`src/logic/ace_snoop_pkg.sv`:
```
package ace_snoop_pkg;

    // Request field widths
    localparam int unsigned AddrWidth   = 32;
    localparam int unsigned IdWidth     = 6;
    localparam int unsigned SnoopWidth  = 4;
    localparam int unsigned CrRespWidth = 5;

    typedef logic [AddrWidth-1:0]   addr_t;
    typedef logic [IdWidth-1:0]     id_t;
    typedef logic [SnoopWidth-1:0]  snoop_t;
    typedef logic [SnoopWidth-1:0]  ac_snoop_t;
    typedef logic [CrRespWidth-1:0] cr_resp_t;

    // ARSNOOP codes for shareable read transactions
    localparam snoop_t ReadOnce    = 4'b0000;
    localparam snoop_t ReadShared  = 4'b0001;
    localparam snoop_t ReadClean   = 4'b0010;
    localparam snoop_t ReadUnique  = 4'b0111;
    localparam snoop_t CleanUnique = 4'b1011;

    // ACSNOOP code, the read codes above are shared with AC
    localparam ac_snoop_t CleanInvalid = 4'b1001;

    // CRRESP bit positions
    localparam int unsigned CrDataTransfer = 0;
    localparam int unsigned CrError        = 1;
    localparam int unsigned CrPassDirty    = 2;
    localparam int unsigned CrIsShared     = 3;
    localparam int unsigned CrWasUnique    = 4;

endpackage
```
`src/logic/ccu_ctrl_pkg.sv`:
```
package ccu_ctrl_pkg;

    // Cache ports and pending queue
    localparam int unsigned NumPorts    = 4;
    localparam int unsigned PortIdxBits = $clog2(NumPorts);
    localparam int unsigned PendDepth   = 4;

    typedef logic [NumPorts-1:0]    port_mask_t;
    typedef logic [PortIdxBits-1:0] port_idx_t;

    // Command stored with each pending read
    typedef enum logic {
        CMD_RESP_R,
        CMD_INVALID_R
    } pend_cmd_e;

    // Snoop unit operations
    typedef enum logic {
        SU_READ_SNP_DATA,
        SU_INVALID_ACK_R
    } su_op_e;

    // Memory unit operations
    typedef enum logic {
        MU_AXI_READ,
        MU_WRITE_BACK_R
    } mu_op_e;

    // Pending entry is {addr, id, cmd}
    localparam int unsigned PendWidth = ace_snoop_pkg::AddrWidth
                                      + ace_snoop_pkg::IdWidth
                                      + $bits(pend_cmd_e);

    typedef logic [PendWidth-1:0] pend_data_t;

endpackage

```
`src/logic/cr_summary_if.sv`:
```
interface cr_summary_if;
    import ccu_ctrl_pkg::*;

    logic       all_resp;
    logic       data_ok;
    logic       shared;
    logic       dirty;
    port_mask_t data_avail;
    port_idx_t  first_resp;
    logic       retire;

    modport collector (
        output all_resp, data_ok, shared, dirty, data_avail, first_resp,
        input  retire
    );

    modport dispatcher (
        input  all_resp, data_ok, shared, dirty, data_avail, first_resp,
        output retire
    );

endinterface

```
`src/logic/ccu_snoop_ctrl.sv`:
```
module ccu_snoop_ctrl (
    input  logic                                                 clk_i,
    input  logic                                                 rst_ni,
    input  logic                                                 ar_valid_i,
    output logic                                                 ar_ready_o,
    input  ace_snoop_pkg::addr_t                                 ar_addr_i,
    input  ace_snoop_pkg::id_t                                   ar_id_i,
    input  ace_snoop_pkg::snoop_t                                ar_snoop_i,
    output ccu_ctrl_pkg::port_mask_t                             ac_valid_o,
    input  ccu_ctrl_pkg::port_mask_t                             ac_ready_i,
    output ace_snoop_pkg::addr_t                                 ac_addr_o,
    output ace_snoop_pkg::ac_snoop_t                             ac_snoop_o,
    input  ccu_ctrl_pkg::port_mask_t                             cr_valid_i,
    output ccu_ctrl_pkg::port_mask_t                             cr_ready_o,
    input  ace_snoop_pkg::cr_resp_t [ccu_ctrl_pkg::NumPorts-1:0] cr_resp_i,
    output logic                                                 su_req_o,
    output ccu_ctrl_pkg::su_op_e                                 su_op_o,
    input  logic                                                 su_gnt_i,
    output logic                                                 mu_req_o,
    output ccu_ctrl_pkg::mu_op_e                                 mu_op_o,
    input  logic                                                 mu_gnt_i,
    output ace_snoop_pkg::addr_t                                 req_addr_o,
    output ace_snoop_pkg::id_t                                   req_id_o,
    output logic                                                 shared_o,
    output logic                                                 dirty_o,
    output ccu_ctrl_pkg::port_mask_t                             data_available_o,
    output ccu_ctrl_pkg::port_idx_t                              first_responder_o
);
    import ace_snoop_pkg::*;
    import ccu_ctrl_pkg::*;

    logic       fifo_push, fifo_full, fifo_empty;
    pend_data_t fifo_in, fifo_head;
    addr_t      head_addr;
    id_t        head_id;
    pend_cmd_e  head_cmd;

    cr_summary_if sum_if ();

    ac_issue ac_issue_i (
        .clk_i, .rst_ni,
        .ar_valid_i, .ar_ready_o, .ar_addr_i, .ar_id_i, .ar_snoop_i,
        .fifo_full_i (fifo_full),
        .push_o      (fifo_push),
        .push_data_o (fifo_in),
        .ac_valid_o, .ac_ready_i, .ac_addr_o, .ac_snoop_o
    );

    ccu_fifo #(
        .Width (PendWidth),
        .Depth (PendDepth)
    ) pend_fifo_i (
        .clk_i, .rst_ni,
        .push_i  (fifo_push),
        .data_i  (fifo_in),
        .pop_i   (sum_if.retire),
        .data_o  (fifo_head),
        .full_o  (fifo_full),
        .empty_o (fifo_empty)
    );

    // Head entry fields
    assign head_cmd  = pend_cmd_e'(fifo_head[$bits(pend_cmd_e)-1:0]);
    assign head_id   = fifo_head[$bits(pend_cmd_e) +: IdWidth];
    assign head_addr = fifo_head[PendWidth-1 -: AddrWidth];

    cr_collect cr_collect_i (
        .clk_i, .rst_ni,
        .head_id_i (head_id),
        .empty_i   (fifo_empty),
        .cr_valid_i, .cr_ready_o, .cr_resp_i,
        .sum       (sum_if)
    );

    cr_dispatch cr_dispatch_i (
        .clk_i, .rst_ni,
        .head_cmd_i (head_cmd),
        .empty_i    (fifo_empty),
        .sum        (sum_if),
        .su_req_o, .su_op_o, .su_gnt_i,
        .mu_req_o, .mu_op_o, .mu_gnt_i
    );

    assign req_addr_o        = head_addr;
    assign req_id_o          = head_id;
    assign shared_o          = sum_if.shared;
    assign dirty_o           = sum_if.dirty;
    assign data_available_o  = sum_if.data_avail;
    assign first_responder_o = sum_if.first_resp;

endmodule

```
`src/logic/cr_dispatch.sv`:
```
module cr_dispatch (
    input  logic                    clk_i,
    input  logic                    rst_ni,
    input  ccu_ctrl_pkg::pend_cmd_e head_cmd_i,
    input  logic                    empty_i,
    cr_summary_if.dispatcher        sum,
    output logic                    su_req_o,
    output ccu_ctrl_pkg::su_op_e    su_op_o,
    input  logic                    su_gnt_i,
    output logic                    mu_req_o,
    output ccu_ctrl_pkg::mu_op_e    mu_op_o,
    input  logic                    mu_gnt_i
);
    import ccu_ctrl_pkg::*;

    logic su_done_q, su_done_d;
    logic mu_done_q, mu_done_d;
    logic su_fire, mu_fire;
    logic retire;

    assign su_fire = su_req_o && su_gnt_i;
    assign mu_fire = mu_req_o && mu_gnt_i;

    always_comb begin
        su_req_o = 1'b0;
        mu_req_o = 1'b0;
        su_op_o  = SU_READ_SNP_DATA;
        mu_op_o  = MU_AXI_READ;
        retire   = 1'b0;

        if (!empty_i && sum.all_resp) begin
            case (head_cmd_i)
                CMD_RESP_R: begin
                    // Snoop hit goes to the snoop unit, miss to memory
                    su_req_o = sum.data_ok;
                    mu_req_o = !sum.data_ok;
                    retire   = su_fire || mu_fire;
                end
                CMD_INVALID_R: begin
                    su_op_o  = SU_INVALID_ACK_R;
                    su_req_o = !su_done_q;
                    // Write back whenever any port passed data
                    if (|sum.data_avail) begin
                        mu_op_o  = MU_WRITE_BACK_R;
                        mu_req_o = !mu_done_q;
                        retire   = (su_done_q || su_fire) && (mu_done_q || mu_fire);
                    end else begin
                        retire = su_fire;
                    end
                end
                default: retire = 1'b0;
            endcase
        end
    end

    // Grants already taken for the head entry
    assign su_done_d = retire ? 1'b0 : (su_done_q || su_fire);
    assign mu_done_d = retire ? 1'b0 : (mu_done_q || mu_fire);

    always_ff @(posedge clk_i or negedge rst_ni) begin
        if (!rst_ni) begin
            su_done_q <= 1'b0;
            mu_done_q <= 1'b0;
        end else begin
            su_done_q <= su_done_d;
            mu_done_q <= mu_done_d;
        end
    end

    assign sum.retire = retire;

endmodule

```
`src/logic/cr_collect.sv`:
```
module cr_collect (
    input  logic                                                 clk_i,
    input  logic                                                 rst_ni,
    input  ace_snoop_pkg::id_t                                   head_id_i,
    input  logic                                                 empty_i,
    input  ccu_ctrl_pkg::port_mask_t                             cr_valid_i,
    output ccu_ctrl_pkg::port_mask_t                             cr_ready_o,
    input  ace_snoop_pkg::cr_resp_t [ccu_ctrl_pkg::NumPorts-1:0] cr_resp_i,
    cr_summary_if.collector                                      sum
);
    import ace_snoop_pkg::*;
    import ccu_ctrl_pkg::*;

    port_mask_t init_mask, cr_hs;
    port_mask_t hs_q, data_q, err_q, shared_q, dirty_q;
    logic       all_resp_q;
    logic       found_q;
    port_idx_t  first_q;
    logic       hit_found;
    port_idx_t  hit_idx;

    assign init_mask  = port_mask_t'(1) << head_id_i[IdWidth-1 -: PortIdxBits];
    assign cr_ready_o = empty_i ? '0 : ~(hs_q | init_mask);
    assign cr_hs      = cr_valid_i & cr_ready_o;

    // Lowest port with clean data this cycle
    always_comb begin
        hit_found = 1'b0;
        hit_idx   = '0;
        for (int i = NumPorts - 1; i >= 0; i--) begin
            if (cr_hs[i] && cr_resp_i[i][CrDataTransfer] && !cr_resp_i[i][CrError]) begin
                hit_found = 1'b1;
                hit_idx   = port_idx_t'(i);
            end
        end
    end

    always_ff @(posedge clk_i or negedge rst_ni) begin
        if (!rst_ni) begin
            hs_q       <= '0;
            data_q     <= '0;
            err_q      <= '0;
            shared_q   <= '0;
            dirty_q    <= '0;
            all_resp_q <= 1'b0;
            found_q    <= 1'b0;
            first_q    <= '0;
        end else if (sum.retire) begin
            // Head entry leaves, start over for the next one
            hs_q       <= '0;
            data_q     <= '0;
            err_q      <= '0;
            shared_q   <= '0;
            dirty_q    <= '0;
            all_resp_q <= 1'b0;
            found_q    <= 1'b0;
            first_q    <= '0;
        end else begin
            for (int i = 0; i < NumPorts; i++) begin
                if (cr_hs[i]) begin
                    hs_q[i]     <= 1'b1;
                    data_q[i]   <= cr_resp_i[i][CrDataTransfer];
                    err_q[i]    <= cr_resp_i[i][CrError];
                    shared_q[i] <= cr_resp_i[i][CrIsShared];
                    dirty_q[i]  <= cr_resp_i[i][CrPassDirty];
                end
            end
            all_resp_q <= !empty_i && (&(hs_q | cr_hs | init_mask));
            if (!found_q && hit_found) begin
                found_q <= 1'b1;
                first_q <= hit_idx;
            end
        end
    end

    assign sum.all_resp   = all_resp_q;
    assign sum.data_ok    = |(data_q & ~err_q);
    assign sum.shared     = |shared_q;
    assign sum.dirty      = |dirty_q;
    assign sum.data_avail = data_q;
    assign sum.first_resp = first_q;

endmodule

```
`src/logic/ac_issue.sv`:
```
module ac_issue (
    input  logic                      clk_i,
    input  logic                      rst_ni,
    input  logic                      ar_valid_i,
    output logic                      ar_ready_o,
    input  ace_snoop_pkg::addr_t      ar_addr_i,
    input  ace_snoop_pkg::id_t        ar_id_i,
    input  ace_snoop_pkg::snoop_t     ar_snoop_i,
    input  logic                      fifo_full_i,
    output logic                      push_o,
    output ccu_ctrl_pkg::pend_data_t  push_data_o,
    output ccu_ctrl_pkg::port_mask_t  ac_valid_o,
    input  ccu_ctrl_pkg::port_mask_t  ac_ready_i,
    output ace_snoop_pkg::addr_t      ac_addr_o,
    output ace_snoop_pkg::ac_snoop_t  ac_snoop_o
);
    import ace_snoop_pkg::*;
    import ccu_ctrl_pkg::*;

    typedef enum logic {
        AC_IDLE,
        AC_BUSY
    } ac_state_e;

    ac_state_e  state_q, state_d;
    port_mask_t hs_q, hs_d;
    port_mask_t ac_hs;
    port_mask_t init_mask;
    addr_t      addr_q;
    ac_snoop_t  snoop_q, snoop_map;
    pend_cmd_e  cmd_map;
    logic       ac_done;
    logic       idle;

    // Initiator sits in the top ID bits
    assign init_mask = port_mask_t'(1) << ar_id_i[IdWidth-1 -: PortIdxBits];

    always_comb begin
        if (ar_snoop_i == CleanUnique) begin
            snoop_map = CleanInvalid;
            cmd_map   = CMD_INVALID_R;
        end else begin
            snoop_map = ar_snoop_i;
            cmd_map   = CMD_RESP_R;
        end
    end

    assign ac_valid_o  = (state_q == AC_BUSY) ? ~hs_q : '0;
    assign ac_hs       = ac_valid_o & ac_ready_i;
    assign ac_done     = &(hs_q | ac_hs);
    assign idle        = (state_q == AC_IDLE) || ac_done;
    assign ar_ready_o  = ar_valid_i && idle && !fifo_full_i;
    assign push_o      = ar_valid_i && ar_ready_o;
    assign push_data_o = {ar_addr_i, ar_id_i, cmd_map};
    assign ac_addr_o   = addr_q;
    assign ac_snoop_o  = snoop_q;

    // ------------------------------------------------------------------
    // AC broadcast FSM
    // ------------------------------------------------------------------
    always_comb begin
        state_d = state_q;
        hs_d    = hs_q | ac_hs;
        if (push_o) begin
            state_d = AC_BUSY;
            hs_d    = init_mask;
        end else if (idle) begin
            state_d = AC_IDLE;
            hs_d    = '0;
        end
    end

    always_ff @(posedge clk_i or negedge rst_ni) begin
        if (!rst_ni) begin
            state_q <= AC_IDLE;
            hs_q    <= '0;
        end else begin
            state_q <= state_d;
            hs_q    <= hs_d;
        end
    end

    always_ff @(posedge clk_i) begin
        if (push_o) begin
            addr_q  <= ar_addr_i;
            snoop_q <= snoop_map;
        end
    end

endmodule

```
`src/logic/ccu_fifo.sv`:
```
module ccu_fifo #(
    parameter int unsigned Width = 8,
    parameter int unsigned Depth = 4
) (
    input  logic             clk_i,
    input  logic             rst_ni,
    input  logic             push_i,
    input  logic [Width-1:0] data_i,
    input  logic             pop_i,
    output logic [Width-1:0] data_o,
    output logic             full_o,
    output logic             empty_o
);

    localparam int unsigned PtrBits = (Depth > 1) ? $clog2(Depth) : 1;
    localparam int unsigned CntBits = $clog2(Depth + 1);

    logic [Width-1:0]   mem_q [Depth];
    logic [PtrBits-1:0] rd_ptr_q, wr_ptr_q;
    logic [CntBits-1:0] count_q;
    logic               do_push, do_pop;

    assign full_o  = (count_q == CntBits'(Depth));
    assign empty_o = (count_q == '0);
    assign do_push = push_i && !full_o;
    assign do_pop  = pop_i && !empty_o;
    assign data_o  = mem_q[rd_ptr_q];

    always_ff @(posedge clk_i or negedge rst_ni) begin
        if (!rst_ni) begin
            rd_ptr_q <= '0;
            wr_ptr_q <= '0;
            count_q  <= '0;
        end else begin
            if (do_push) begin
                wr_ptr_q <= (wr_ptr_q == PtrBits'(Depth - 1)) ? '0 : wr_ptr_q + 1'b1;
            end
            if (do_pop) begin
                rd_ptr_q <= (rd_ptr_q == PtrBits'(Depth - 1)) ? '0 : rd_ptr_q + 1'b1;
            end
            case ({do_push, do_pop})
                2'b10:   count_q <= count_q + 1'b1;
                2'b01:   count_q <= count_q - 1'b1;
                default: count_q <= count_q;
            endcase
        end
    end

    // Storage
    always_ff @(posedge clk_i) begin
        if (do_push) begin
            mem_q[wr_ptr_q] <= data_i;
        end
    end

endmodule

```
`config.mk`:
```
export PLATFORM = sky130hd
export DESIGN_NAME = ccu_snoop_ctrl
export DESIGN_NICKNAME = d
export VERILOG_FILES = /design/src/logic/ace_snoop_pkg.sv /design/src/logic/ccu_ctrl_pkg.sv /design/src/logic/cr_summary_if.sv /design/src/logic/ccu_snoop_ctrl.sv /design/src/logic/cr_dispatch.sv /design/src/logic/cr_collect.sv /design/src/logic/ac_issue.sv /design/src/logic/ccu_fifo.sv
export SDC_FILE = /design/constraint.sdc
export NUM_CORES = 1
export LEC_CHECK = 0
export BUFFER_PORTS_ARGS = -buffer_cell sky130_fd_sc_hd__buf_2
export CORE_MARGIN = 2
export CORE_UTILIZATION = 59
export CTS_CLUSTER_DIAMETER = 80
export DETAILED_ROUTE_END_ITERATION = 12
export PLACE_DENSITY = 0.84
export SETUP_SLACK_MARGIN = 0.5
export SLEW_MARGIN = 20
export SYNTH_ARGS = -nofsm -noshare
export SYNTH_HDL_FRONTEND = slang
export SYNTH_SLANG_ARGS = --single-unit
```
`constraint.sdc`:
```
create_clock -name clk_i -period 5.2 [get_ports clk_i]
set_clock_uncertainty 0.15 [all_clocks]
set_input_delay 0.52 -clock clk_i [delete_from_list [all_inputs] [get_ports clk_i]]
set_output_delay 0.52 -clock clk_i [all_outputs]
set_load 0.01 [all_outputs]
```
==> impl_metrics.py <==
metrics = {
    "finish": {
        "final_area_mm2": 0.0107,
        "finish.utilization_pct": 73.2,
        "drive_gt1_share_pct": 40.1,
        "nFillCells": 820,
        "nNetsFinal": 719,
        "antenna_cells": 0,
        "area_growth_pct": 20.6,
    },
    "place": {
        "placed_area_mm2": 0.00984,
        "portBuffers": 165,
        "dp_hpwl_um": 11000,
        "place_ws_ps": 1720,
        "place_congestion": 0.812,
    },
    "detailed_routing": {
        "routed_wl_um": 17800,
        "drt-initial-drc-count": 470,
        "wl_met3_um": 1130,
        "via_per_inst": 5.84,
        "top_layer_used": "met4",
        "wl_met2_um": 9340,
        "met1Wirelength_um": 6950,
        "drc_errors": 0,
        "wire_per_inst_um": 21.2,
        "first_pass_iters": 5,
        "vias": 4890,
        "ant_nets": 0,
    },
    "grt": {
        "grt_usage_pct": 22.2,
        "grt_pass1_vias": 5136,
        "grt_max_degree": 42,
        "antenna_found_initial": 0,
        "grt_pass1_wl_um": 27400,
        "overflow": 0,
    },
    "worst_hold_path": {
        "whs_path_depth": 1,
        "min_from": "ar_snoop_i[3]",
        "hold_class": "in2reg",
        "hold_path_end": "ac_issue_i.ac_snoop_o[3]",
    },
    "power": {
        "swShare_pct": 31.2,
        "p_seq_share_pct": 41.2,
        "p_int_mw": 4.29,
        "ir_worst_vdd_uv": 321,
        "pwr-share-comb_pct": 31.3,
        "p_sw_mw": 1.94,
        "clkPwrFrac_pct": 27.5,
        "powerDensity_mw_per_mm2": 584,
        "power.leakage_nw": 4.06,
    },
    "synth": {
        "synthFlopType": "edfxtp_1",
        "synth_area_leaders": "edfxtp_1, dfrtp_1, mux4_2, mux2i_1, nor2_1",
        "synth_area_leader_cell": "edfxtp_1",
        "synth-edff-count": 192,
        "syn_area_per_cell_um2": 19.2,
        "syn_nets": 544,
        "synth.distinct_cells": 57,
        "yosysWarnings": 0,
        "synth_cells": 462,
        "syn_area_mm2": 0.00885,
        "ys_async_sr_fraction_pct": 16.5,
        "ys_ff_latch": 230,
        "yosys.area.top_type_share_pct": 65.1,
        "ys_seq_area_share_pct": 75.9,
    },
    "clock_network": {
        "cts_buffer_depth": 3,
        "cts_setup_buffers": 0,
        "tritoncts": "done",
        "htree_levels": 1,
        "clk_pin_slew_worst_paths_ps": 60,
        "cts_made_buffers": 23,
        "clock_latency_ps": 500,
        "cts_resized": 0,
        "cts.sinks": 230,
        "root_buffer": "clkbuf_16",
    },
    "timing": {
        "worst_pin_slew_ps": 1080,
        "post-route-min-period_ps": 3580,
        "fmaxAchievable_mhz": 279,
        "fin_crit_sh_pct": 68.9,
        "setup_slack_ps": 1620,
        "hold_viol_final": 0,
        "grt_setup_unrepaired": "no",
        "tns_ps": 0,
        "slew_viol_final": 0,
        "setup_viol": 0,
        "max-slew-margin-rel_pct": 27.7,
        "whs_ps": 54.3,
    },
    "floorplanning": {
        "die-area_mm2": 0.0160,
        "start_util_pct": 60.7,
        "fp.dieW_um": 127,
        "core_region_area_mm2": 0.0146,
        "dieHeight_um": 127,
        "row_count": 44,
        "ios": 170,
    },
    "critical_path": {
        "r2r-end": "pend_fifo_i.count_q[2]",
        "r2r_cells": 11,
        "cp.required_ps": 4530,
        "criticalPathCategory": "reg2out",
        "reg2reg_from": "cr_collect_i.sum.data_avail[0]",
        "worstPathArrival_ps": 2910,
        "end_kind": "output port",
        "path_max_fanout": 41,
        "crit_start": "pend_fifo_i.rd_ptr_q[0]",
        "r2r_slack_ps": 1670,
        "start_kind": "register",
    },
    "flow_run": {
        "drv_cap": 0,
    },
    "status": {
        "outcome": "complete, no violations",
    },
}
## final cells by class
| cell class | count | area [um2] | share of cell area (%) |
|---|---|---|---|
| clock buffers | 26 | 587 | 5.50 |
| multi-input cells | 198 | 1990 | 18.6 |
| inverters | 13 | 48.8 | 0.457 |
| well taps | 184 | 230 | 2.16 |
| flip-flops and latches | 230 | 6720 | 62.9 |
| clock inverters | 16 | 205 | 1.92 |
| repair buffers | 171 | 893 | 8.37 |
## cells in the mapped netlist (all sizes together), types with 2 or more instances
| cell type | number |
|---|---|
| o21ai | 8 |
| buf | 9 |
| a21oi | 11 |
| or4b | 2 |
| nor3 | 5 |
| nor2 | 35 |
| mux4 | 39 |
| nand2 | 9 |
| xor2 | 2 |
| nor2b | 10 |
| dfrtp | 38 |
| mux2 | 2 |
| a2111oi | 2 |
| mux2i | 17 |
| inv | 13 |
| o32ai | 2 |
| nand2b | 4 |
| edfxtp | 192 |
| ha | 6 |
| nand3 | 3 |
| and3 | 6 |
| clkbuf | 12 |
| o22ai | 2 |
| or4 | 2 |
| nor4 | 3 |
| and2 | 5 |
## worst max path at each step
stage	cells after the start	slack [ps]	end
6_report	5	1620	cr_ready_o[1]
5_1_grt	11	1440	pend_fifo_i.count_q[2]
4_1_cts	5	1600	cr_ready_o[1]
3_5_place_dp	11	1720	pend_fifo_i.count_q[2]
3_3_place_gp	11	1840	pend_fifo_i.count_q[2]
2_1_floorplan	11	1950	pend_fifo_i.count_q[2]
## power by group through the flow
stage	Clock (mW)	Sequential, mW	Combinational (mW)
floorplan	0	2.59	1.29
global placement	0	2.57	1.87
detailed placement	0	2.60	1.95
CTS	1.75	2.57	1.96
global route	1.81	2.60	2.12
finish	1.72	2.57	1.95
## worst max-delay path, stage by stage (launching register included)
cell and delay (ps):
dfrtp_2 380, buf_4 650, mux4_2 750, nor2b_1 200, nor3_1 240, buf_2 180
## registers in the layout, summed over array words and instances, names as in the netlist
register,cells
pend_fifo_i.mem_q,156
ac_issue_i.ac_addr_o,32
ac_issue_i.ac_snoop_o,4
ac_issue_i.hs_q,4
cr_collect_i.dirty_q,4
cr_collect_i.err_q,4
cr_collect_i.hs_q,4
cr_collect_i.shared_q,4
cr_collect_i.sum.data_avail,4
pend_fifo_i.count_q,3
cr_collect_i.sum.first_resp,2
pend_fifo_i.rd_ptr_q,2
pend_fifo_i.wr_ptr_q,2
ac_issue_i.state_q,1
cr_collect_i.found_q,1
cr_collect_i.sum.all_resp,1
cr_dispatch_i.mu_done_q,1
cr_dispatch_i.su_done_q,1
## per-stage QoR
stage	total power [mW]	std cells
after floorplan	3.88	462
after global placement	4.44	794
after detailed placement	4.55	794
after CTS	6.28	837
after global routing	6.53	838
final	6.24	838
## timing repair
action,in CTS,in global routing
endpoints found under the setup margin,0,0
hold buffers,1,0
endpoints found under the hold margin,3,0
## cells by family (layout without fill, tap and decap cells)
family | count (synthesis) | in the layout | share of synthesized area [%]
compound gates | 38 | 38 | 3.28
mux | 58 | 58 | 12.2
simple gates | 92 | 92 | 5.54
fa+ha+maj | 7 | 7 | 1.07
buf+inv | 34 | 226 | 1.77
flops | 230 | 230 | 75.9
xor+xnor | 3 | 3 | 0.297
## metal layers
metal  vias up  global-route usage (%)
li1       2171                       -
met4         0                    6.72
met2       192                    38.8
met3        31                    4.30
met1      2496                    28.7
met5         -                       0
## cell usage in the layout (no fill, tap or decap), drive strengths merged, types with 3 or more instances in the layout
| master | instances |
|---|---|
| mux4 | 39 |
| buf | 170 |
| and2 | 5 |
| dfrtp | 38 |
| nor2 | 35 |
| mux2i | 17 |
| nand2 | 9 |
| nor3 | 5 |
| ha | 6 |
| and3 | 6 |
| inv | 14 |
| nor4 | 3 |
| bufinv | 5 |
| nor2b | 10 |
| nand2b | 4 |
| clkbuf | 26 |
| nand3 | 3 |
| a21oi | 11 |
| o21ai | 8 |
| clkinv | 9 |
| edfxtp | 192 |
(Power assumes the default switching activity.)
